### config.mk
export PLATFORM = sky130hd
export DESIGN_NAME = mips_memory
export DESIGN_NICKNAME = d
export VERILOG_FILES = /design/src/mips_pkg.sv /design/src/mips_memory.sv
export VERILOG_INCLUDE_DIRS = /design/src
export SDC_FILE = /design/constraint.sdc
export NUM_CORES = 2
export LEC_CHECK = 0
export BUFFER_PORTS_ARGS = -buffer_cell sky130_fd_sc_hd__buf_2
export CAP_MARGIN = 0
export CELL_PAD_IN_SITES_DETAIL_PLACEMENT = 2
export CELL_PAD_IN_SITES_GLOBAL_PLACEMENT = 2
export CORE_ASPECT_RATIO = 1.75
export CORE_UTILIZATION = 50
export DETAILED_ROUTE_END_ITERATION = 6
export PLACE_DENSITY_LB_ADDON = 0.1
export SLEW_MARGIN = 20
export SYNTH_ARGS = -nofsm -noshare
export SYNTH_HDL_FRONTEND = slang
export SYNTH_SLANG_ARGS = --single-unit
### constraint.sdc
create_clock -name i_clock -period 4.59 [get_ports i_clock]
set_clock_uncertainty 0.05 [all_clocks]
set_input_delay 0.6885 -clock i_clock [delete_from_list [all_inputs] [get_ports i_clock]]
set_output_delay 0.6885 -clock i_clock [all_outputs]
set_load 0.03 [all_outputs]
### src/mips_params.svh
`ifndef MIPS_PARAMS_SVH
`define MIPS_PARAMS_SVH

// ------------------------------
// Datapath widths
// ------------------------------
`define MIPS_NB_DATA            32
`define MIPS_NB_REG_ADDRESS     5
`define MIPS_NB_OP_FIELD        6

// ------------------------------
// Memory sizes
// ------------------------------
// Word addresses, data memory is indexed by byte address bits 8:2
`define MIPS_NB_MEM_ADDRESS     7
`define MIPS_NB_IMEM_ADDRESS    7
`define MIPS_DMEM_DEPTH         128
`define MIPS_IMEM_DEPTH         128

// Opcode that stops fetch and ends the program
`define MIPS_HALT_OPCODE        6'h3f

`endif

### src/mips_pkg.sv
`include "mips_params.svh"

package mips_pkg;

    typedef logic [`MIPS_NB_DATA         - 1 : 0] word_t;
    typedef logic [`MIPS_NB_REG_ADDRESS  - 1 : 0] reg_addr_t;
    typedef logic [`MIPS_NB_MEM_ADDRESS  - 1 : 0] mem_addr_t;
    typedef logic [`MIPS_NB_IMEM_ADDRESS - 1 : 0] imem_addr_t;

    typedef enum logic [2:0] {
        ALU_ADD,
        ALU_SUB,
        ALU_AND,
        ALU_OR,
        ALU_SLT
    } alu_op_t;

    // Four-phase receiver states
    typedef enum logic [1:0] {
        LOAD_IDLE,
        LOAD_WRITE,
        LOAD_WAIT_RELEASE
    } load_state_t;

    // ------------------------------
    // Stage registers
    // ------------------------------
    typedef struct packed {
        logic      valid;
        logic      halt;
        word_t     instruction;
    } if_id_t;

    typedef struct packed {
        logic      valid;
        logic      halt;
        alu_op_t   alu_op;
        logic      alu_src_imm;
        logic      mem_read;
        logic      mem_write;
        logic      reg_write;
        reg_addr_t rs;
        reg_addr_t rt;
        reg_addr_t dest;
        word_t     data_a;
        word_t     data_b;
        word_t     immediate;
    } id_ex_t;

    typedef struct packed {
        logic      valid;
        logic      halt;
        logic      mem_read;
        logic      mem_write;
        logic      reg_write;
        reg_addr_t dest;
        word_t     alu_result;
        word_t     store_data;
    } ex_mem_t;

    typedef struct packed {
        logic      valid;
        logic      halt;
        logic      reg_write;
        reg_addr_t dest;
        word_t     result;
    } mem_wb_t;

endpackage

### src/mips_memory.sv
`timescale 1ns/100ps
`include "mips_params.svh"

module mips_memory (
    output mips_pkg::mem_wb_t   o_mem_wb,
    output mips_pkg::word_t     o_debug_read_mem,
    output logic                o_is_program_end,

    input  mips_pkg::ex_mem_t   i_ex_mem,
    input  mips_pkg::mem_addr_t i_debug_read_mem_address,
    input  logic                i_run,
    input  logic                i_pc_reset,
    input  logic                i_arst_n,
    input  logic                i_clock
);

    mips_pkg::word_t     dmem [`MIPS_DMEM_DEPTH];
    mips_pkg::mem_addr_t address;
    mips_pkg::word_t     wb_result;

    // Byte address to word index
    assign address = i_ex_mem.alu_result[`MIPS_NB_MEM_ADDRESS+1:2];

    always_ff @(posedge i_clock) begin
        if (i_run && i_ex_mem.valid && i_ex_mem.mem_write) begin
            dmem[address] <= i_ex_mem.store_data;
        end
    end

    assign wb_result        = i_ex_mem.mem_read ? dmem[address] : i_ex_mem.alu_result;
    assign o_debug_read_mem = dmem[i_debug_read_mem_address];

    // ------------------------------
    // MEM/WB register and end flag
    // ------------------------------
    always_ff @(posedge i_clock or negedge i_arst_n) begin
        if (!i_arst_n) begin
            o_mem_wb         <= '0;
            o_is_program_end <= 1'b0;
        end else if (i_pc_reset) begin
            o_mem_wb         <= '0;
            o_is_program_end <= 1'b0;
        end else if (i_run) begin
            o_mem_wb.valid     <= i_ex_mem.valid;
            o_mem_wb.halt      <= i_ex_mem.halt;
            o_mem_wb.reg_write <= i_ex_mem.reg_write;
            o_mem_wb.dest      <= i_ex_mem.dest;
            o_mem_wb.result    <= wb_result;
            // Halt leaves MEM/WB, so every older write is done
            if (o_mem_wb.valid && o_mem_wb.halt) begin
                o_is_program_end <= 1'b1;
            end
        end
    end

endmodule

# After elaboration in Yosys (flattened, before gate mapping)
# Memory sizes are Yosys's and may differ from the RTL's.
# Index checks and enable logic that the tools add are counted.
[totals] register_bits=41 ram_bits=4096 input_bits=85 out_inout_bits=73 elab_cells=21 memories=1
[memory_table] memory="dmem" depth=128 width=32 rd=2 rd_ports_with_merged_regs=0 wr=1 line_no="mips_memory.sv:17" text="mips_pkg::word_t dmem [`MIPS_DMEM_DEPTH];"
[op_classes] mux=8 n_reduce_logical=6
[ops] op="two-way mux 40 bit" n=2
[ops] op="two-way mux 32 bit" n=1
[ops] op="two-way mux 1 bit" n=5
[ops] op="nonzero test 2 bit" n=2
[ops] op="logical AND 1 bit" n=3
[ops] op="AND reduction 2 bit" n=1

# Logic depth before layout (Yosys ltp)
[depth] ltp_word=4 depth_mapped=13 mapped_depth_nobuf=7

# Worst setup path after synthesis
# Ideal clock, no wire load.
[synth_timing] kind="input to register" start="input port i_ex_mem[36] (netlist bit)" end="memory dmem[82][0] (netlist bit) (enable)" setup_time_ns=0.461 arrival_time_ns=4.310 required_time_ns=4.079 slack_ns=-0.231 stages=9 path_buffers=8 cell_sequence="clkbuf_1 > buf_2 > buf_2 > buf_2 > buf_2 > buf_4 > buf_2 > buf_1 > nor3_1"
[synth_lines] element="start, declared" line_no="mips_memory.sv:9" text="input mips_pkg::ex_mem_t i_ex_mem,"
[synth_lines] element="end, declared" line_no="mips_memory.sv:17"
# No word-level cell before the write port.

# Worst setup path after layout
[layout_timing] start="input port i_debug_read_mem_address[0]" end="output port o_debug_read_mem[2]"
[layout_via] elab_chain_len=1
[layout_lines] element="start, declared" line_no="mips_memory.sv:10" text="input mips_pkg::mem_addr_t i_debug_read_mem_address,"
[layout_lines] element="memory (128 x 32 bit)"
[layout_lines] element="end, declared" line_no="mips_memory.sv:6" text="output mips_pkg::word_t o_debug_read_mem,"
# Every way passes these cells.

==> metrics.yaml <==
crit_family: "multiplexers"
cp.arrival_ps: 4000
die_w_um: 468
power_density_nw_per_um2: 387
synth_async_sr_flop_share: 0.00991
rsz0062_at_grt: "yes"
cts_root_buffer: "clkbuf_16"
fmax_mhz: 211
io_buffers: 157
htreeDepth: 5
crit_path_top_delay_cell: "mux4_2"
setup_violations: 31
top_level_ports: 158
seqPwrFrac: 0.484
die_h_um: 818
grt_usage: 0.497
place.gp.congestion: 0.991
first_global_vias: 140000
timing.final.crit_share: 1.03
worst_slack_ps: -144
syn_inst: 10300
comb_power_share: 0.114
p_leak_uw: 0.0709
wirelength_um: 961000
cts.reportedPaths.clkPinSlew_ps: 60
drtPass1Iterations: 7
swShare: 0.258
grt-ovfl-total: 0
filler_cell_count: 30600
cts_buffer_depth: 4
dieArea_sq_um: 383000
antenna_found_initial: 147
synth_seq_cells: 4137
clkSinkCount: 4137
whs_ps: 39.7
syn2layout_area_growth_pct: 16.9
synth_area_per_cell_sq_um: 18.5
crit_fanout: 16
rrSetupSlack_ps: 970
core_area_sq_um: 379000
cp.required_ps: 3850
ir_drop_mv: 0.405
cts-buffers-inserted: 390
dp_hpwl_um: 624000
antenna_left: 0
grt_max_degree: 99
synth_fp_nets: 10400
hold_path.class: "input port to flip-flop"
worstSetupPathType: "input port to output pin"
drtIter0Drc: 23100
crit_buf_inv: 5
clock_latency_ps: 1040
cp_cell_sequence: "buf_16, buf_16, buf_4, clkbuf_16, mux4_2, mux4_2, mux4_2, mux2_4, buf_6"
hold_viol_final: 0
cap_viol_max_count: 0
grt_pass1_wl_um: 1270000
finalSetupTns_ps: -2130
cp-end-kind: "output pin"
status: "finished, violations left"
vias: 136000
clkPwrFrac: 0.402
layout.nets: 11200
vias_per_cell: 8.27
worst_pin_slew_ps: 1310
ys_types: 75
relSlewSlack: 0.125
internal_power_uw: 63900
crit_path_max_incr_delay_ps: 700
cts_tree: "done"
synth_seq_area_share: 0.651
start_kind: "input port"
start_util: 0.502
power_switching_uw: 22200
min_period_ps: 4730
synthFlopType: "edfxtp_1"
wl_per_cell_um: 58.3
drive_gt1_frac: 0.353
synth_enable_flop_cells: 4096
drc_errors: 5
rows: 299
cp_common_cell: "mux4_2"
violations: "DRC, setup timing"
report.final.slew_viol_count: 0
synth_warnings: 0
syn_area_sq_um: 190000
## tightest hold or removal path: stages
cell and delay [ps]:
buf_2 90, o21ai_0 110, o21ai_0 170
## kinds of logic after synthesis
group                  synth area share
buffers and inverters            0.0213
AOI/OAI and AO/OA                0.0873
and+or+nand+nor                  0.0174
muxes                             0.223
DFF                               0.651
## Yosys cell counts, types with 14 or more instances
cell type	n	area share
a311oi_1	16	0.00074
o21ai_0	232	0.0061
a22o_1	78	0.0036
a31oi_1	41	0.0013
buf_1	129	0.0025
o211ai_1	75	0.0030
mux4_2	1542	0.18
mux2_2	355	0.021
nor3_1	15	0.00039
a222oi_1	15	0.00079
nand2_1	248	0.0049
nor2b_1	16	0.00053
clkbuf_1	487	0.0096
edfxtp_1	4096	0.65
mux2i_1	364	0.019
o22ai_1	62	0.0020
o2111ai_1	17	0.00078
a22oi_1	186	0.0073
nand3_1	48	0.0013
a211oi_1	51	0.0020
a221oi_1	614	0.028
o2bb2ai_1	111	0.0051
o22a_1	18	0.00083
buf_4	23	0.00091
o221ai_1	62	0.0029
a21oi_1	287	0.0075
dfrtp_1	41	0.0054
nor2_1	366	0.0072
a221o_1	167	0.0088
o311ai_0	14	0.00064
buf_2	303	0.0080
## flip-flops by register name (all words and copies together) (netlist names)
register	cells
o_is_program_end	1
dmem	4096
o_mem_wb	40
## stage by stage
step                std cells   util  instance area [sq um]  setup slack, ps  total power [uW]
floorplan               10300      -                 190000             -231             46500
global placement        15600  0.548                 208000             -155             51100
global route            16400  0.587                 222000            -90.0             86800
CTS                     16300  0.583                 221000            -32.1             85200
detailed placement      15600  0.548                 208000             -212             51400
finish                  16500  0.587                 223000             -144             86100
## layout by cell type, fill, tap and decap left out, types with 69 or more instances in the layout
cell type  netlist  layout
o211ai_1        75      75
clkinv_1         2      69
mux2_2         355     334
edfxtp_1      4096    4096
o2bb2ai_1      111     111
clkbuf_16        0     419
a22o_1          78      78
a221o_1        167     167
o21ai_0        232     227
buf_2          303      95
a221oi_1       614     614
a22oi_1        186     186
mux2i_1        364     364
nor2_1         366     233
diode_2          0      90
a21oi_1        287     287
nand2_1        248     247
clkinv_2         0      77
nor2_4           0     128
buf_4           23     822
buf_12           0     353
mux4_2        1542    1542
## timing repair
action	4_1_cts	5_1_grt
hold buffers	10	0
gates cloned	4	18
pin swaps	0	0
gates resized for setup	31	87
setup endpoints to repair	19	30
hold endpoints to repair	43	0
setup buffers	9	61
## power groups by stage
stage          Combinational, uW  Sequential (uW)  Clock [uW]
3_5_place_dp                8960            42500           0
4_1_cts                     9120            41600       34400
2_1_floorplan               4050            42500           0
5_1_grt                     9670            41600       35500
3_3_place_gp                8670            42400           0
6_report                    9810            41600       34600
## routing by layer
metal | global-route usage | wire length (um)
met1 | 0.554 | 287000
met2 | 0.744 | 433000
met3 | 0.162 | 127000
met4 | 0.485 | 113000
met5 | 0 | 661
## final timing paths
kind / from / to / cells after the start
max in group asynchronous: i_arst_n / o_mem_wb[4] / 3
min reg2reg: o_mem_wb[28] / o_mem_wb[28] / 1
max reg2reg: dmem[69][16] / o_mem_wb[16] / 8
max: i_debug_read_mem_address[0] / o_debug_read_mem[2] / 9
min: i_ex_mem[42] / o_mem_wb[10] / 3
min in group asynchronous: i_arst_n / o_mem_wb[36] / 2
## area by class of cell
| cell class | count | area, sq um | area share |
|---|---|---|---|
| Sequential cell | 4137 | 124000 | 0.557 |
| Inverter | 9 | 65.1 | 0.000292 |
| Antenna cell | 90 | 225 | 0.00101 |
| Clock buffer | 471 | 10400 | 0.0465 |
| Multi-Input combinational cell | 5203 | 63500 | 0.286 |
| Tap cell | 4966 | 6210 | 0.0279 |
| Timing Repair Buffer | 1374 | 15600 | 0.0701 |
| Clock inverter | 236 | 2520 | 0.0113 |
Power figures use the tool's default switching activity.
