### src/mips_params.svh
`ifndef MIPS_PARAMS_SVH
`define MIPS_PARAMS_SVH

// ------------------------------
// Datapath widths
// ------------------------------
`define MIPS_NB_DATA            32
`define MIPS_NB_REG_ADDRESS     5
`define MIPS_NB_OP_FIELD        6

// ------------------------------
// Memory sizes
// ------------------------------
// Word addresses, data memory is indexed by byte address bits 8:2
`define MIPS_NB_MEM_ADDRESS     7
`define MIPS_NB_IMEM_ADDRESS    7
`define MIPS_DMEM_DEPTH         128
`define MIPS_IMEM_DEPTH         128

// Opcode that stops fetch and ends the program
`define MIPS_HALT_OPCODE        6'h3f

`endif

### src/mips_pkg.sv
`include "mips_params.svh"

package mips_pkg;

    typedef logic [`MIPS_NB_DATA         - 1 : 0] word_t;
    typedef logic [`MIPS_NB_REG_ADDRESS  - 1 : 0] reg_addr_t;
    typedef logic [`MIPS_NB_MEM_ADDRESS  - 1 : 0] mem_addr_t;
    typedef logic [`MIPS_NB_IMEM_ADDRESS - 1 : 0] imem_addr_t;

    typedef enum logic [2:0] {
        ALU_ADD,
        ALU_SUB,
        ALU_AND,
        ALU_OR,
        ALU_SLT
    } alu_op_t;

    // Four-phase receiver states
    typedef enum logic [1:0] {
        LOAD_IDLE,
        LOAD_WRITE,
        LOAD_WAIT_RELEASE
    } load_state_t;

    // ------------------------------
    // Stage registers
    // ------------------------------
    typedef struct packed {
        logic      valid;
        logic      halt;
        word_t     instruction;
    } if_id_t;

    typedef struct packed {
        logic      valid;
        logic      halt;
        alu_op_t   alu_op;
        logic      alu_src_imm;
        logic      mem_read;
        logic      mem_write;
        logic      reg_write;
        reg_addr_t rs;
        reg_addr_t rt;
        reg_addr_t dest;
        word_t     data_a;
        word_t     data_b;
        word_t     immediate;
    } id_ex_t;

    typedef struct packed {
        logic      valid;
        logic      halt;
        logic      mem_read;
        logic      mem_write;
        logic      reg_write;
        reg_addr_t dest;
        word_t     alu_result;
        word_t     store_data;
    } ex_mem_t;

    typedef struct packed {
        logic      valid;
        logic      halt;
        logic      reg_write;
        reg_addr_t dest;
        word_t     result;
    } mem_wb_t;

endpackage

### src/mips_fetch.sv
`timescale 1ns/100ps
`include "mips_params.svh"

module mips_fetch (
    output mips_pkg::if_id_t     o_if_id,

    input  logic                 i_imem_write,
    input  mips_pkg::imem_addr_t i_imem_address,
    input  mips_pkg::word_t      i_imem_word,
    input  logic                 i_run,
    input  logic                 i_pc_reset,
    input  logic                 i_arst_n,
    input  logic                 i_clock
);

    mips_pkg::word_t      imem [`MIPS_IMEM_DEPTH];
    mips_pkg::imem_addr_t pc;
    mips_pkg::word_t      instruction;
    logic                 halted;
    logic                 is_halt;

    // Instruction memory, written by the loader only
    always_ff @(posedge i_clock) begin
        if (i_imem_write) begin
            imem[i_imem_address] <= i_imem_word;
        end
    end

    assign instruction = imem[pc];
    assign is_halt     = (instruction[`MIPS_NB_DATA-1 -: `MIPS_NB_OP_FIELD] == `MIPS_HALT_OPCODE);

    // ------------------------------
    // PC and IF/ID register
    // ------------------------------
    always_ff @(posedge i_clock or negedge i_arst_n) begin
        if (!i_arst_n) begin
            pc      <= '0;
            halted  <= 1'b0;
            o_if_id <= '0;
        end else if (i_pc_reset) begin
            pc      <= '0;
            halted  <= 1'b0;
            o_if_id <= '0;
        end else if (i_run) begin
            if (halted) begin
                // Empty slots once the halt has gone down the pipe
                o_if_id <= '0;
            end else begin
                o_if_id.valid       <= 1'b1;
                o_if_id.halt        <= is_halt;
                o_if_id.instruction <= instruction;
                if (is_halt) begin
                    halted <= 1'b1;
                end else begin
                    pc <= pc + 1'b1;
                end
            end
        end
    end

endmodule

### config.mk
export PLATFORM = sky130hd
export DESIGN_NAME = mips_fetch
export DESIGN_NICKNAME = d
export VERILOG_FILES = /design/src/mips_pkg.sv /design/src/mips_fetch.sv
export VERILOG_INCLUDE_DIRS = /design/src
export SDC_FILE = /design/constraint.sdc
export NUM_CORES = 2
export LEC_CHECK = 0
export ABC_CLOCK_PERIOD_IN_PS = 5600
export BUFFER_PORTS_ARGS = -buffer_cell sky130_fd_sc_hd__buf_2
export CAP_MARGIN = 20
export CORE_MARGIN = 1.5
export CORE_UTILIZATION = 55
export DETAILED_ROUTE_END_ITERATION = 10
export PLACE_DENSITY = 0.71
export SETUP_SLACK_MARGIN = 0.2
export SLEW_MARGIN = 20
export SYNTH_ARGS = -nofsm -noshare
export SYNTH_HDL_FRONTEND = slang
export SYNTH_SLANG_ARGS = --single-unit
export TNS_END_PERCENT = 30
### constraint.sdc
create_clock -name i_clock -period 5.6 [get_ports i_clock]
set_input_delay 0.56 -clock i_clock [delete_from_list [all_inputs] [get_ports i_clock]]
set_output_delay 0.56 -clock i_clock [all_outputs]
set_load 0.1 [all_outputs]
Word level (Yosys, flattened, before mapping)
Memories as Yosys holds them, arrays and structs flattened.
Index checks and enable logic that the tools add are counted.
{"block": "op_classes", "n_mul": 0, "muxes": 13, "div": 0, "n_lt_le_gt_ge": 0, "reduce_logical": 2, "n_eq_ne": 3, "addsub": 1, "n_shift": 0, "bitwise_logic": 0}
{"cell": "34-bit two-way mux", "n": 3}
{"cell": "7-bit two-way mux", "n": 4}
{"cell": "7-bit by 1-bit adder with 7-bit output, second input constant", "n": 1}
{"cell": "6-bit == test, second input constant", "n": 1}
{"cell": "1-bit two-way mux", "n": 6}
{"cell": "2-bit != test, second input constant", "n": 2}
{"cell": "3-bit AND reduction", "n": 1}
{"cell": "2-bit nonzero test", "n": 1}
{"block": "word_totals", "mem_count": 1, "out_inout_bits": 34, "mem_bits_ro": 0, "wordCells": 25, "ff_bits": 42, "ramBits": 4096, "latchBits": 0}
{"memory": "imem", "depth": 128, "word_bits": 32, "rd": 1, "rd_clocked_by_memory_dff": 0, "write_ports": 1, "line_no": "mips_fetch.sv:16", "source": "mips_pkg::word_t imem [`MIPS_IMEM_DEPTH];"}

Depth between registers and ports, before layout
An unclocked memory read counts as a cell.
{"block": "depth", "depth_word": 6, "ltp_mapped": 12, "depth_no_buf": 8}

Worst setup path before layout
No wires, ideal clock.
{"block": "synth_path", "kind": "input-to-reg", "startpoint": "input i_imem_write", "endpoint": "memory imem[98][0] (netlist bit) (enable)", "required_time_ns": 5.139, "stages": 3, "arrival_ns": 3.338, "n_path_buf": 1, "setup_slack_ns": 1.801, "cell_sequence": "clkbuf_1 -> nand4_1 -> nor3_1"}
{"block": "synth_via", "elab_chain_cells": 2}
{"element": "start, declared", "line_no": "mips_fetch.sv:7", "source": "input logic i_imem_write,"}
{"element": "1-bit two-way mux", "line_no": "mips_fetch.sv:24", "source": "if (i_imem_write) begin"}
{"element": "1-bit two-way mux (implied by the code)", "line_no": "mips_fetch.sv:25", "source": "imem[i_imem_address] <= i_imem_word;"}
{"element": "end, declared", "line_no": "mips_fetch.sv:16"}
Every way passes these cells.

Final worst setup path
{"block": "layout_path", "startpoint": "register pc[0]", "endpoint": "register pc[5]"}
{"block": "layout_via", "elab_chain_cells": 5, "word_cells_on_any_way": 9, "classes_between": "1 x add/sub; 2 x eq/ne; 4 x mux; 1 x reduce/logical; 1 x memory"}
{"element": "start, declared", "line_no": "mips_fetch.sv:17", "source": "mips_pkg::imem_addr_t pc;"}
{"element": "start signal, assigned", "line_no": "mips_fetch.sv:55", "source": "pc <= pc + 1'b1;"}
{"element": "branches (longest 5 deep; another with memory 128 x 32 bit)"}
Several ways; the timed one is not identified. The select of a mux whose other input is x is not followed.
A chain may end at the register's enable or synchronous reset.

==> impl_metrics.csv <==
group,metric,value,unit
run_status,status,"finished, final reports clean",
clocking,cts_made_buffers,397,
logic_synthesis,syn_nets,6158,
clocking,clock-sinks,4138,
global_route,grt_use_total,0.291,
global_route,overflow,0,
place,io_buffers,77,
flow_run,drv_cap,0,
place,dp_hpwl,234000,um
clocking,h-tree-depth,5,
final_layout,nNetsFinal,6597,
die,fp.dieW,538,um
logic_synthesis,syn_inst,6113,
pwr,combPwrFrac,0.066,
final_layout,layout_common_cells,"edfxtp_1 (4096), mux4_2 (1344), clkbuf_16 (402)",
global_route,grt_pass1_vias,73000,
pwr,power_switching_share,0.215,
pwr,power,65.2,mW
die,fp.dieH,538,um
critical_path,worstPathRequired,6.39,ns
logic_synthesis,synth_top_family_by_area,"multiplexers",
critical_path,critical_path_arrival,5.17,ns
logic_synthesis,ys_warn_count,0,
die,die_area,289000,um^2
critical_path,start_kind,"register",
pwr,power.density,367,nW/um^2
drt,drt-initial-drc-count,12400,
drt,ant_nets,0,
hold_path,hold_path.class,"in2reg",
logic_synthesis,synthSimpleGateAreaFrac,0.00610,
final_layout,drive_above_1_share,0.351,
critical_path,critPathKind,"reg2reg",
pwr,p_int,51.2,mW
drt,drtPass1Iterations,6,
place,post-place-ws,1.21,ns
drt,drc,0,
final_layout,fin_util,0.623,
die,coreArea,285000,um^2
timing,setup_viol_count_final,0,
pwr,power_frac_seq,0.526,
logic_synthesis,synth_area,157000,um^2
pwr,switching_power,14.0,mW
timing,worstMarginPinSlew,1.18,ns
die,start_util,0.552,
logic_synthesis,synth_fa_ha_area_frac,0.0000796,
logic_synthesis,synth_xor_xnor_area_share,0.000111,
drt,avgViaCountPerCell,6.89,
logic_synthesis,syn_avg_cell_area,25.7,um^2
critical_path,max_stage_delay,0.85,ns
critical_path,critPathMostFrequentCell,"mux4_2",
die,boundaryPins,78,
global_route,antenna_found_initial,51,
global_route,grt_start_max_net_pins,129,
logic_synthesis,synth-seq-area-share,0.789,
timing,final_max_slew_viol_count,0,
timing,fin_crit,4.38,ns
place,place.gp.congestion,0.846,
clocking,clockBufferDepth,4,
timing,rsz0062_at_grt,"false",
final_layout,area_delta_synth_final,12.8,%
clocking,root_buffer,"clkbuf_16",
critical_path,cp-end-kind,"register",
drt,vias,73300,
timing,hold_ws,0.0450,ns
pwr,leakagePower,53.2,nW
clocking,clk_pin_slew,0.06,ns
logic_synthesis,synth.lib_cells_used.distinct,27,
timing,max_slew_margin,0.213,
drt,drt-total-wl,416000,um
drt,avgRoutedWirePerCell,39.0,um
clocking,cts_tree,"built",
timing,setup_tns,0,ns
critical_path,crit_buf_inv,1,
pwr,ir_worst_vdd,0.262,mV
critical_path,path_cells,"buf_4 > mux4_2 > mux4_2 > mux4_2 > mux2i_1 > nor2_1 > nand2_1 > and3_1 > mux2_2",
critical_path,crit_fanout,21,
timing,timing.final.crit_share,0.783,
logic_synthesis,synth-compound-area-share,0.00119,
logic_synthesis,yosys_register_bits,4138,
timing,fmax,228,MHz
logic_synthesis,synthMuxAreaShare,0.195,
timing,finClkSkew,0.0545,ns
die,row_count,196,
critical_path,slowest_stage,"dfrtp_4",
timing,layout_setup_ws,1.22,ns
global_route,grt_pass1_wl,575000,um
timing,hold_violations,0,
clocking,clock_latency,0.93,ns
final_layout,final_common_cell,"edfxtp_1",
pwr,p_clk_frac,0.408,
final_layout,multiInputGateArea,32800,um^2
final_layout,fill_cells,18000,
critical_path,cpLargestDelayFamily,"multiplexers",
final_layout,regArea,124000,um^2
==> power groups by stage <==
stage          registers [mW]  clock network, mW  logic, mW
3_3_place_gp             34.9                  0       4.23
3_5_place_dp             34.9                  0       4.30
4_1_cts                  34.3               26.8       4.32
2_1_floorplan            35.0                  0       2.54
6_report                 34.3               26.6       4.32
5_1_grt                  34.3               27.9       4.51
==> final cells by class <==
class / instances / area share
clock inverter: 242 / 0.0136
antenna: 8 / 0.000113
tap: 3762 / 0.0265
sequential: 4138 / 0.699
timing repair buffer: 364 / 0.0171
multi-input combinational: 1651 / 0.185
clock buffer: 481 / 0.0586
==> kinds of logic (layout without fill, tap and decap cells) <==
group / count (synthesis) / count (layout)
AO/OA/AOI/OAI: 36 / 36
XOR/XNOR: 2 / 2
adder cells (fa/ha/maj): 1 / 1
buffers and inverters: 324 / 1087
flip-flops: 4138 / 4138
multiplexers: 1381 / 1381
other: 0 / 8
AND/OR/NAND/NOR: 231 / 231
==> state kept, by name, summed over array words and instances, names as in the netlist <==
| signal | flops |
|---|---|
| pc | 7 |
| halted | 1 |
| imem | 4096 |
| o_if_id | 34 |
==> worst paths after layout <==
path	startpoint	end	slack, ns	depth (start not counted)
max reg2reg	pc[0]	pc[5]	1.22	9
max in group asynchronous	i_arst_n	pc[0]	4.71	2
min reg2reg	halted	halted	0.51	2
min	i_pc_reset	halted	0.04	2
max	pc[0]	pc[5]	1.22	9
min in group asynchronous	i_arst_n	o_if_id[0]	0.26	2
==> synth_stat cells <==
cell,instances,area share
edfxtp_1,4096,0.78
mux4_2,1344,0.19
clkbuf_1,206,0.0049
nor2_1,132,0.0032
buf_1,57,0.0014
nand2_1,51,0.0012
buf_2,48,0.0015
dfrtp_1,42,0.0067
mux2i_1,33,0.0021
o21ai_0,33,0.0011
nand3_1,13,0.00041
nor2b_1,12,0.00048
nor3_1,9,0.00029
buf_4,7,0.00033
buf_6,6,0.00043
and3_1,5,0.00020
nand4_1,4,0.00016
mux2_2,3,0.00021
nand2b_1,3,0.00012
xnor2_1,2,0.00011
a21boi_2,1,0.000072
a21oi_1,1,0.000032
a31oi_1,1,0.000040
ha_1,1,0.000080
mux2_1,1,0.000072
nor4_1,1,0.000040
or3_1,1,0.000040
==> layer usage <==
layer | up-vias | part of all wire | GRT usage
met4 | 22 | 0.042 | 0.110
met2 | 5230 | 0.47 | 0.441
met5 | - | 0.00034 | 0
met3 | 751 | 0.13 | 0.0744
met1 | 39600 | 0.36 | 0.414
li1 | 27700 | - | -
==> repair_timing <==
| item | CTS | global route |
|---|---|---|
| resized for setup | 0 | 0 |
| hold endpoints to repair | 59 | 0 |
| hold buffers | 3 | 0 |
| setup buffers | 0 | 0 |
==> stage by stage <==
stage	area, um^2	instances
after CTS	177000	10600
after floorplan	157000	6113
after global routing	177000	10600
final	177000	10600
after global placement	164000	9908
after detailed placement	165000	9910
Power figures use the tool's default switching activity.
