File: src/mips_params.svh
`ifndef MIPS_PARAMS_SVH
`define MIPS_PARAMS_SVH

// ------------------------------
// Datapath widths
// ------------------------------
`define MIPS_NB_DATA            32
`define MIPS_NB_REG_ADDRESS     5
`define MIPS_NB_OP_FIELD        6

// ------------------------------
// Memory sizes
// ------------------------------
// Word addresses, data memory is indexed by byte address bits 8:2
`define MIPS_NB_MEM_ADDRESS     7
`define MIPS_NB_IMEM_ADDRESS    7
`define MIPS_DMEM_DEPTH         128
`define MIPS_IMEM_DEPTH         128

// Opcode that stops fetch and ends the program
`define MIPS_HALT_OPCODE        6'h3f

`endif

File: src/mips_pkg.sv
`include "mips_params.svh"

package mips_pkg;

    typedef logic [`MIPS_NB_DATA         - 1 : 0] word_t;
    typedef logic [`MIPS_NB_REG_ADDRESS  - 1 : 0] reg_addr_t;
    typedef logic [`MIPS_NB_MEM_ADDRESS  - 1 : 0] mem_addr_t;
    typedef logic [`MIPS_NB_IMEM_ADDRESS - 1 : 0] imem_addr_t;

    typedef enum logic [2:0] {
        ALU_ADD,
        ALU_SUB,
        ALU_AND,
        ALU_OR,
        ALU_SLT
    } alu_op_t;

    // Four-phase receiver states
    typedef enum logic [1:0] {
        LOAD_IDLE,
        LOAD_WRITE,
        LOAD_WAIT_RELEASE
    } load_state_t;

    // ------------------------------
    // Stage registers
    // ------------------------------
    typedef struct packed {
        logic      valid;
        logic      halt;
        word_t     instruction;
    } if_id_t;

    typedef struct packed {
        logic      valid;
        logic      halt;
        alu_op_t   alu_op;
        logic      alu_src_imm;
        logic      mem_read;
        logic      mem_write;
        logic      reg_write;
        reg_addr_t rs;
        reg_addr_t rt;
        reg_addr_t dest;
        word_t     data_a;
        word_t     data_b;
        word_t     immediate;
    } id_ex_t;

    typedef struct packed {
        logic      valid;
        logic      halt;
        logic      mem_read;
        logic      mem_write;
        logic      reg_write;
        reg_addr_t dest;
        word_t     alu_result;
        word_t     store_data;
    } ex_mem_t;

    typedef struct packed {
        logic      valid;
        logic      halt;
        logic      reg_write;
        reg_addr_t dest;
        word_t     result;
    } mem_wb_t;

endpackage

File: src/mips_decode.sv
`timescale 1ns/100ps
`include "mips_params.svh"

module mips_decode (
    output mips_pkg::id_ex_t    o_id_ex,
    output mips_pkg::word_t     o_debug_read_reg,

    input  mips_pkg::if_id_t    i_if_id,
    input  mips_pkg::mem_wb_t   i_mem_wb,
    input  mips_pkg::reg_addr_t i_debug_read_reg_address,
    input  logic                i_run,
    input  logic                i_pc_reset,
    input  logic                i_arst_n,
    input  logic                i_clock
);

    localparam logic [`MIPS_NB_OP_FIELD-1:0] OP_RTYPE = 6'h00;
    localparam logic [`MIPS_NB_OP_FIELD-1:0] OP_ADDI  = 6'h08;
    localparam logic [`MIPS_NB_OP_FIELD-1:0] OP_LW    = 6'h23;
    localparam logic [`MIPS_NB_OP_FIELD-1:0] OP_SW    = 6'h2b;
    localparam logic [`MIPS_NB_OP_FIELD-1:0] FN_ADD   = 6'h20;
    localparam logic [`MIPS_NB_OP_FIELD-1:0] FN_SUB   = 6'h22;
    localparam logic [`MIPS_NB_OP_FIELD-1:0] FN_AND   = 6'h24;
    localparam logic [`MIPS_NB_OP_FIELD-1:0] FN_OR    = 6'h25;
    localparam logic [`MIPS_NB_OP_FIELD-1:0] FN_SLT   = 6'h2a;

    mips_pkg::word_t     regs [2**`MIPS_NB_REG_ADDRESS];
    mips_pkg::word_t     instr;
    logic [`MIPS_NB_OP_FIELD-1:0] opcode;
    logic [`MIPS_NB_OP_FIELD-1:0] funct;
    mips_pkg::reg_addr_t rs;
    mips_pkg::reg_addr_t rt;
    mips_pkg::reg_addr_t rd;
    logic                wb_write;
    mips_pkg::id_ex_t    id_ex_next;

    assign instr  = i_if_id.instruction;
    assign opcode = instr[31:26];
    assign rs     = instr[25:21];
    assign rt     = instr[20:16];
    assign rd     = instr[15:11];
    assign funct  = instr[`MIPS_NB_OP_FIELD-1:0];

    // ------------------------------
    // Register file
    // ------------------------------
    assign wb_write = i_mem_wb.valid && i_mem_wb.reg_write && (i_mem_wb.dest != '0);

    always_ff @(posedge i_clock) begin
        if (i_run && wb_write) begin
            regs[i_mem_wb.dest] <= i_mem_wb.result;
        end
    end

    // R0 reads zero and a write in this cycle is seen at once
    function automatic mips_pkg::word_t read_reg(input mips_pkg::reg_addr_t addr);
        if (addr == '0) begin
            read_reg = '0;
        end else if (wb_write && (i_mem_wb.dest == addr)) begin
            read_reg = i_mem_wb.result;
        end else begin
            read_reg = regs[addr];
        end
    endfunction

    always_comb begin
        o_debug_read_reg = read_reg(i_debug_read_reg_address);
    end

    // ------------------------------
    // Control decode
    // ------------------------------
    always_comb begin
        id_ex_next           = '0;
        id_ex_next.valid     = i_if_id.valid;
        id_ex_next.halt      = i_if_id.halt;
        id_ex_next.alu_op    = mips_pkg::ALU_ADD;
        id_ex_next.rs        = rs;
        id_ex_next.rt        = rt;
        id_ex_next.data_a    = read_reg(rs);
        id_ex_next.data_b    = read_reg(rt);
        id_ex_next.immediate = {{(`MIPS_NB_DATA-16){instr[15]}}, instr[15:0]};
        if (i_if_id.valid) begin
            case (opcode)
                OP_RTYPE: begin
                    id_ex_next.dest      = rd;
                    id_ex_next.reg_write = 1'b1;
                    case (funct)
                        FN_ADD:  id_ex_next.alu_op = mips_pkg::ALU_ADD;
                        FN_SUB:  id_ex_next.alu_op = mips_pkg::ALU_SUB;
                        FN_AND:  id_ex_next.alu_op = mips_pkg::ALU_AND;
                        FN_OR:   id_ex_next.alu_op = mips_pkg::ALU_OR;
                        FN_SLT:  id_ex_next.alu_op = mips_pkg::ALU_SLT;
                        default: id_ex_next.reg_write = 1'b0;
                    endcase
                end
                OP_ADDI: begin
                    id_ex_next.dest        = rt;
                    id_ex_next.alu_src_imm = 1'b1;
                    id_ex_next.reg_write   = 1'b1;
                end
                OP_LW: begin
                    id_ex_next.dest        = rt;
                    id_ex_next.alu_src_imm = 1'b1;
                    id_ex_next.mem_read    = 1'b1;
                    id_ex_next.reg_write   = 1'b1;
                end
                OP_SW: begin
                    id_ex_next.alu_src_imm = 1'b1;
                    id_ex_next.mem_write   = 1'b1;
                end
                // Halt and unknown opcodes write nothing
                default: ;
            endcase
        end
    end

    // ID/EX register
    always_ff @(posedge i_clock or negedge i_arst_n) begin
        if (!i_arst_n) begin
            o_id_ex <= '0;
        end else if (i_pc_reset) begin
            o_id_ex <= '0;
        end else if (i_run) begin
            o_id_ex <= id_ex_next;
        end
    end

endmodule

File: config.mk
export PLATFORM = sky130hd
export DESIGN_NAME = mips_decode
export DESIGN_NICKNAME = d
export VERILOG_FILES = /design/src/mips_pkg.sv /design/src/mips_decode.sv
export VERILOG_INCLUDE_DIRS = /design/src
export SDC_FILE = /design/constraint.sdc
export NUM_CORES = 2
export LEC_CHECK = 0
export BUFFER_PORTS_ARGS = -buffer_cell sky130_fd_sc_hd__buf_4
export CAP_MARGIN = 15
export CORE_AREA = 2 2 395 397
export DETAILED_ROUTE_END_ITERATION = 16
export DIE_AREA = 0 0 397 399
export PLACE_DENSITY = 0.53
export RECOVER_POWER = 100
export SLEW_MARGIN = 20
export SYNTH_ARGS = -nofsm -noshare
export SYNTH_HDL_FRONTEND = slang
export SYNTH_SLANG_ARGS = --single-unit
export TNS_END_PERCENT = 10
File: constraint.sdc
create_clock -name i_clock -period 3.8 [get_ports i_clock]
set_input_delay 0.76 -clock i_clock [delete_from_list [all_inputs] [get_ports i_clock]]
set_output_delay 0.76 -clock i_clock [all_outputs]
set_load 0.005 [all_outputs]
* Yosys cells after proc, flatten, opt, wreduce, memory -nomap -nowiden
Memory sizes are Yosys's and may differ from the RTL's.
Index checks and enable logic that the tools add are counted.
** Word-level totals
- Register bits after elaboration :: 120
- RAM bits :: 1024
- Input bits :: 83
- Output and inout port bits :: 152
- Memories :: 1
** Cells by class
- Equality and inequality tests :: 11
- Mux-type cells :: 20
- Reductions and logical operators :: 15
** Memories
- regs :: words 32, width 32, rd ports 3, clocked after memory_dff 0, wr ports 1, line mips_decode.sv:27 : mips_pkg::word_t regs [2**`MIPS_NB_REG_ADDRESS];
** Operators by type and width (count)
- $mux 120 :: 2
- $mux 32 :: 6
- $eq 6x6->1 const B :: 7
- $eq 5x5->1 :: 3
- $logic_not 5->1 :: 3
- $pmux 3 s4 :: 1
- $pmux 5 s2 :: 1
- $mux 7 :: 1
- $eq 6x4->1 const B :: 1
- $logic_and 1x1->1 :: 6
- $logic_not 6->1 :: 1
- $mux 1 :: 6
- $mux 5 :: 1
- $reduce_bool 5->1 :: 1
- $reduce_or 5->1 :: 1
- $mux 3 :: 1
- $reduce_or 3->1 :: 1
- $pmux 1 s2 :: 1
- $reduce_bool 2->1 :: 1
- $reduce_or 2->1 :: 1

* Depth between registers and ports, before layout
- Word-level depth :: 7
- Gate-level depth with buffers :: 10
- Depth with buffers taken out :: 5

* Worst setup path before layout
OpenSTA, ideal clock, no wires.
- Kind :: in2reg
- From :: input port i_mem_wb[39] in the netlist's numbering
- To :: memory regs[25][0] in the netlist's numbering (enable)
- Setup time :: 421 ps
- Arrival :: 2830 ps
- Required time :: 3379 ps
- Setup slack :: 549 ps
- Cell stages on the path :: 6
- Path buffers :: 1
- Cells stage by stage :: and2_1 -> clkbuf_1 -> nand2_1 -> nor2_1 -> nand3_1 -> nor2_1
** Between the ends
- Longest elaborated chain between the ends :: 5
** Ends and longest elaborated chain
- from (decl) :: line mips_decode.sv:9 : input mips_pkg::mem_wb_t i_mem_wb,
- $logic_and 1x1->1 (2 in a row) :: line mips_decode.sv:47 : assign wb_write = i_mem_wb.valid && i_mem_wb.reg_write && (i_mem_wb.dest != '0);
- $logic_and 1x1->1 :: line mips_decode.sv:50 : if (i_run && wb_write) begin
- $mux 1 :: line mips_decode.sv:50
- $mux 1 (not written as such) :: line mips_decode.sv:51 : regs[i_mem_wb.dest] <= i_mem_wb.result;
- to (decl) :: line mips_decode.sv:27
No other way between the ends.

* Final worst setup path
- From :: input port i_debug_read_reg_address[0]
- To :: output port o_debug_read_reg[11]
** Between the ends
- Longest elaborated chain between the ends :: 4
- Elaborated cells between the ends (all ways) :: 6
** Ends and longest elaborated chain
- from (decl) :: line mips_decode.sv:10 : input mips_pkg::reg_addr_t i_debug_read_reg_address,
- branches (longest 3 deep; another with $mem_v2 32x32)
- $mux 32 (*) :: line mips_decode.sv:57 : if (addr == '0) begin
- to (decl) :: line mips_decode.sv:6 : output mips_pkg::word_t o_debug_read_reg,
Every way passes the cells marked *.

==> report_table.html <==
<table>
<tr><th>Metric</th><th>Value</th></tr>
<tr><th colspan="2">Run status</th></tr>
<tr><td>Run status</td><td>finished with violations</td></tr>
<tr><td>Violated checks</td><td>max-capacitance violations, max-slew violations, negative setup slack</td></tr>
<tr><th colspan="2">Clock network</th></tr>
<tr><td>Postcts setup bufs</td><td>0</td></tr>
<tr><td>Clock-pin slew on the worst setup and hold paths</td><td>60 ps</td></tr>
<tr><td>Maximum clock insertion buffer count</td><td>3</td></tr>
<tr><td>Cell chosen for the clock root</td><td>clkbuf_16</td></tr>
<tr><td>CTS buffer count</td><td>around 130</td></tr>
<tr><td>Clock Latency Late Sink</td><td>a little under 800 ps</td></tr>
<tr><td>Number of H-tree levels</td><td>4</td></tr>
<tr><td>Number of sinks driven by the clock tree</td><td>around 1,100</td></tr>
<tr><td>CTS tree</td><td>built</td></tr>
<tr><th colspan="2">Worst setup path</th></tr>
<tr><td>Category of cells accounting for the largest share of critical-path delay</td><td>buffers and inverters</td></tr>
<tr><td>Ordered list of cells on the worst path</td><td>buf_8, buf_12, clkbuf_2, mux4_2, a22oi_1, a41oi_1, buf_4</td></tr>
<tr><td>Data required time at the worst endpoint</td><td>between 3000 and 4000 ps</td></tr>
<tr><td>Largest stage delay on the critical path</td><td>roughly 530 ps</td></tr>
<tr><td>Worst Path Arrival</td><td>a little over 3000 ps</td></tr>
<tr><td>R2r setup slk</td><td>approximately 1900 ps</td></tr>
<tr><td>R2R Path End</td><td>o_id_ex[75]$_DFFE_PN0P_</td></tr>
<tr><td>Worst setup SP type</td><td>input pin</td></tr>
<tr><td>RR Startpoint</td><td>regs[23][11]$_DFFE_PP_</td></tr>
<tr><td>Kind of critical path</td><td>input pin to output pin</td></tr>
<tr><td>Maximum fanout along the worst path</td><td>14</td></tr>
<tr><td>Worst setup path endpoint</td><td>o_debug_read_reg[11]</td></tr>
<tr><td>CP Depth</td><td>7</td></tr>
<tr><td>Worst-case reg-to-reg path depth</td><td>4</td></tr>
<tr><td>Worst setup startpoint</td><td>i_debug_read_reg_address[0]</td></tr>
<tr><td>Slowest stage cell, crit path</td><td>mux4_2</td></tr>
<tr><td>Critical path endpoint category</td><td>output pin</td></tr>
<tr><td>Buffer and inverter count on the worst path</td><td>4</td></tr>
<tr><th colspan="2">STA</th></tr>
<tr><td>Final number of max-transition violations</td><td>between 1,000 and 1,500</td></tr>
<tr><td>Upper clock frequency limit</td><td>261 MHz</td></tr>
<tr><td>Worst Slack Setup Final</td><td>-28.5 ps</td></tr>
<tr><td>Tcrit/Tclk final</td><td>1.01</td></tr>
<tr><td>Final Hold Slack</td><td>approximately 240 ps</td></tr>
<tr><td>Final Skew</td><td>28.9 ps</td></tr>
<tr><td>Final count of hold timing violations</td><td>0</td></tr>
<tr><td>Final setup fails</td><td>1</td></tr>
<tr><td>Worst slew pin tran</td><td>~2800 ps</td></tr>
<tr><td>Max-slew headroom</td><td>-0.856</td></tr>
<tr><td>Final worst path period need</td><td>3830 ps</td></tr>
<tr><th colspan="2">Pwr</th></tr>
<tr><td>Power per standard cell area</td><td>approximately 430 nW/um2</td></tr>
<tr><td>Leakage</td><td>between 0.02 and 0.025 uW</td></tr>
<tr><td>Pwr Total</td><td>between 30,000 and 40,000 uW</td></tr>
<tr><td>Worst supply voltage drop on vdd</td><td>0.000497 V</td></tr>
<tr><th colspan="2">GRT</th></tr>
<tr><td>Wire length of the first global-routing pass</td><td>approximately 320,000 um</td></tr>
<tr><td>Routing usage on met3</td><td>0.0613</td></tr>
<tr><td>Global-route usage over all layers</td><td>0.292</td></tr>
<tr><td>Largest net degree at the start of global routing</td><td>93</td></tr>
<tr><td>Grt peak-use layer</td><td>met2</td></tr>
<tr><td>Number of antenna violations at the first check in global routing</td><td>10</td></tr>
<tr><td>Vias in the first global route</td><td>just under 40,000</td></tr>
<tr><td>GRT met2 Usage</td><td>0.455</td></tr>
<tr><td>Leftover overflow at the end of global routing</td><td>0</td></tr>
<tr><td>Met1 demand-to-capacity share in global routing</td><td>0.403</td></tr>
<tr><th colspan="2">Synthesis</th></tr>
<tr><td>Post-synthesis sequential area ratio</td><td>0.559</td></tr>
<tr><td>Share of synthesized cell area in full adder, half adder and majority cells</td><td>0</td></tr>
<tr><td>Compound-gate portion of the synthesized area</td><td>0.0731</td></tr>
<tr><td>Post-synthesis async set-or-reset flop share</td><td>0.0922</td></tr>
<tr><td>Combinational family with the most area after synthesis</td><td>multiplexers</td></tr>
<tr><td>Leading register cell type out of synthesis</td><td>edfxtp_1</td></tr>
<tr><td>Fraction of the mapped netlist area in simple logic gates</td><td>0.0330</td></tr>
<tr><td>Count of state elements after synthesis</td><td>1,128</td></tr>
<tr><td>Ys Warns</td><td>0</td></tr>
<tr><td>Most area-hungry cell type in the Yosys netlist</td><td>edfxtp_1</td></tr>
<tr><td>Cell area after synthesis</td><td>59,700 um2</td></tr>
<tr><td>Share of Yosys cell area claimed by the top area cell type</td><td>0.515</td></tr>
<tr><td>Cell types occupying the most area after synthesis</td><td>edfxtp_1 52%, mux4_2 26%, dfrtp_1 4.4%</td></tr>
<tr><td>Gate count of the mapped netlist</td><td>between 3,000 and 4,000</td></tr>
<tr><td>Syn_area_per_cell</td><td>around 17 um2</td></tr>
<tr><td>EDFF count, synth</td><td>between 1,000 and 1,500</td></tr>
<tr><td>Yosys cell types</td><td>74</td></tr>
<tr><td>Share of cell area taken by muxes after synthesis</td><td>0.300</td></tr>
<tr><td>Xor/xnor cell area share of the yosys netlist</td><td>0.00220</td></tr>
<tr><th colspan="2">Placement</th></tr>
<tr><td>Placed cell areas</td><td>between 60,000 and 70,000 um2</td></tr>
<tr><td>Total half-perimeter wirelength after legalization and detailed placement</td><td>145,000 um</td></tr>
<tr><td>Worst-case setup slack after placement</td><td>-56.3 ps</td></tr>
<tr><td>Buffers on Ports</td><td>roughly 230</td></tr>
<tr><td>GP Congestion</td><td>slightly below 0.9</td></tr>
<tr><th colspan="2">Drt</th></tr>
<tr><td>Via density per instance</td><td>about 6.8</td></tr>
<tr><td>Average detailed-routed wire length per instance</td><td>a little under 40 um</td></tr>
<tr><td>Starting DRC count in detailed routing</td><td>5,822</td></tr>
<tr><td>Total wire length after detailed routing</td><td>~230,000 um</td></tr>
<tr><td>Post-route antenna net violation count</td><td>0</td></tr>
<tr><td>Iteration count of the initial detailed-routing pass</td><td>9</td></tr>
<tr><td>Overall via count from detail_route</td><td>just over 40,000</td></tr>
<tr><td>DRC violations left</td><td>0</td></tr>
<tr><th colspan="2">Finish</th></tr>
<tr><td>Leading cell types in the layout, fill and taps excluded</td><td>1,024 x edfxtp_1, 690 x mux4_2, 241 x buf_4</td></tr>
<tr><td>Final #Nets</td><td>about 3,900</td></tr>
<tr><td>Commonest non-fill, non-tap cell in the layout</td><td>edfxtp_1</td></tr>
<tr><td>Final Cell Area</td><td>around 70,000 um2</td></tr>
<tr><td>Post-Route Utilization</td><td>0.452</td></tr>
<tr><td>Area Overhead vs Synth</td><td>16.4%</td></tr>
<tr><td>Proportion of layout cells with a drive suffix above 1</td><td>0.360</td></tr>
<tr><th colspan="2">Floorplanning</th></tr>
<tr><td>Die area</td><td>158,000 um2</td></tr>
<tr><td>Number of ports placed on the die boundary</td><td>235</td></tr>
<tr><td>Count of standard-cell rows</td><td>144</td></tr>
<tr><td>Vert. Die Dim</td><td>around 400 um</td></tr>
<tr><td>Die boundary width</td><td>between 300 and 400 um</td></tr>
<tr><td>Floorplan Core Area</td><td>between 150,000 and 200,000 um2</td></tr>
<tr><td>Effective utilization at floorplan</td><td>0.388</td></tr>
<tr><th colspan="2">Flow run</th></tr>
<tr><td>Maxcap violations</td><td>41</td></tr>
<tr><th colspan="2">Min path</th></tr>
<tr><td>Worst min-delay path class</td><td>input pin to register</td></tr>
<tr><td>Cell depth of the worst min-delay path</td><td>3</td></tr>
</table>
[power breakdown]
group          leakage [uW]  switching, uW  internal [uW]  total [uW]
Combinational        0.0103           1980           1450        3430
Sequential           0.0106            113          13700       13800
Clock               0.00214           5280           7680       13000
[layer usage]
| layer | vias to the layer above | part of all wire |
|---|---|---|
| met5 | - | 0.00031 |
| met4 | 4 | 0.041 |
| met3 | 469 | 0.11 |
| met2 | 2603 | 0.46 |
| met1 | 21671 | 0.39 |
| li1 | 15655 | - |
[flip-flops by register name, summed over array words and instances (netlist names)]
signal,count
regs,1024
o_id_ex,104
[final cells by class]
class,count,area (um2)
multi-input cells,1981,24800
diodes,8,20.0
clock inverters,44,537
inverters,14,52.6
fillers,13328,84200
flip-flops and latches,1128,33400
repair buffers,536,4400
clock buffers,194,3830
well taps,2044,2560
[what timing repair did]
action / CTS / global route
pin swaps: 0 / 1
resized for setup: 2 / 3
setup endpoints to repair: 1 / 3
hold buffers: 1 / 0
endpoints found under the hold margin: 38 / 0
[tightest hold or removal path: stages]
cell	delay [ps]
buf_4	90
a222oi_1	70
inv_1	60
[through the flow]
stage               TNS, ps  instances
floorplan                 0       3453
global placement       -100       5702
detailed placement    -56.3       5702
CTS                       0       5941
global route          -11.3       5944
finish                -28.5       5949
[Yosys cell counts (all sizes together), types with 17 or more instances]
cell / n
a21oi: 25
a221oi: 22
a22o: 21
a22oi: 87
a31oi: 17
a32oi: 55
buf: 226
clkbuf: 104
dfrtp: 104
edfxtp: 1024
mux2i: 218
mux4: 690
nand2: 90
nand3: 27
nor2: 114
o211ai: 31
o21ai: 115
o22ai: 195
or4: 48
[worst min-delay path by stage]
stage / from / to / slack [ps]
finish: i_if_id[13] / o_id_ex[98]$_DFFE_PN0P_ / 240
global route: i_if_id[12] / o_id_ex[97]$_DFFE_PN0P_ / 220
CTS: i_if_id[13] / o_id_ex[98]$_DFFE_PN0P_ / 190
detailed placement: o_id_ex[112]$_DFFE_PN0P_ / o_id_ex[112]$_DFFE_PN0P_ / 470
global placement: o_id_ex[112]$_DFFE_PN0P_ / o_id_ex[112]$_DFFE_PN0P_ / 470
floorplan: i_arst_n / o_id_ex[0]$_DFFE_PN0P_ / 460
[cells by family (layout without fill, tap and decap cells)]
| logic type | Yosys count | in the layout |
|---|---|---|
| AND/OR/NAND/NOR | 380 | 380 |
| XOR/XNOR | 15 | 15 |
| other | 1 | 40 |
| multiplexers | 924 | 924 |
| AO/OA/AOI/OAI | 630 | 630 |
| flip-flops | 1128 | 1128 |
| buffers and inverters | 344 | 788 |
No activity file was read; power rests on OpenSTA's default activity.
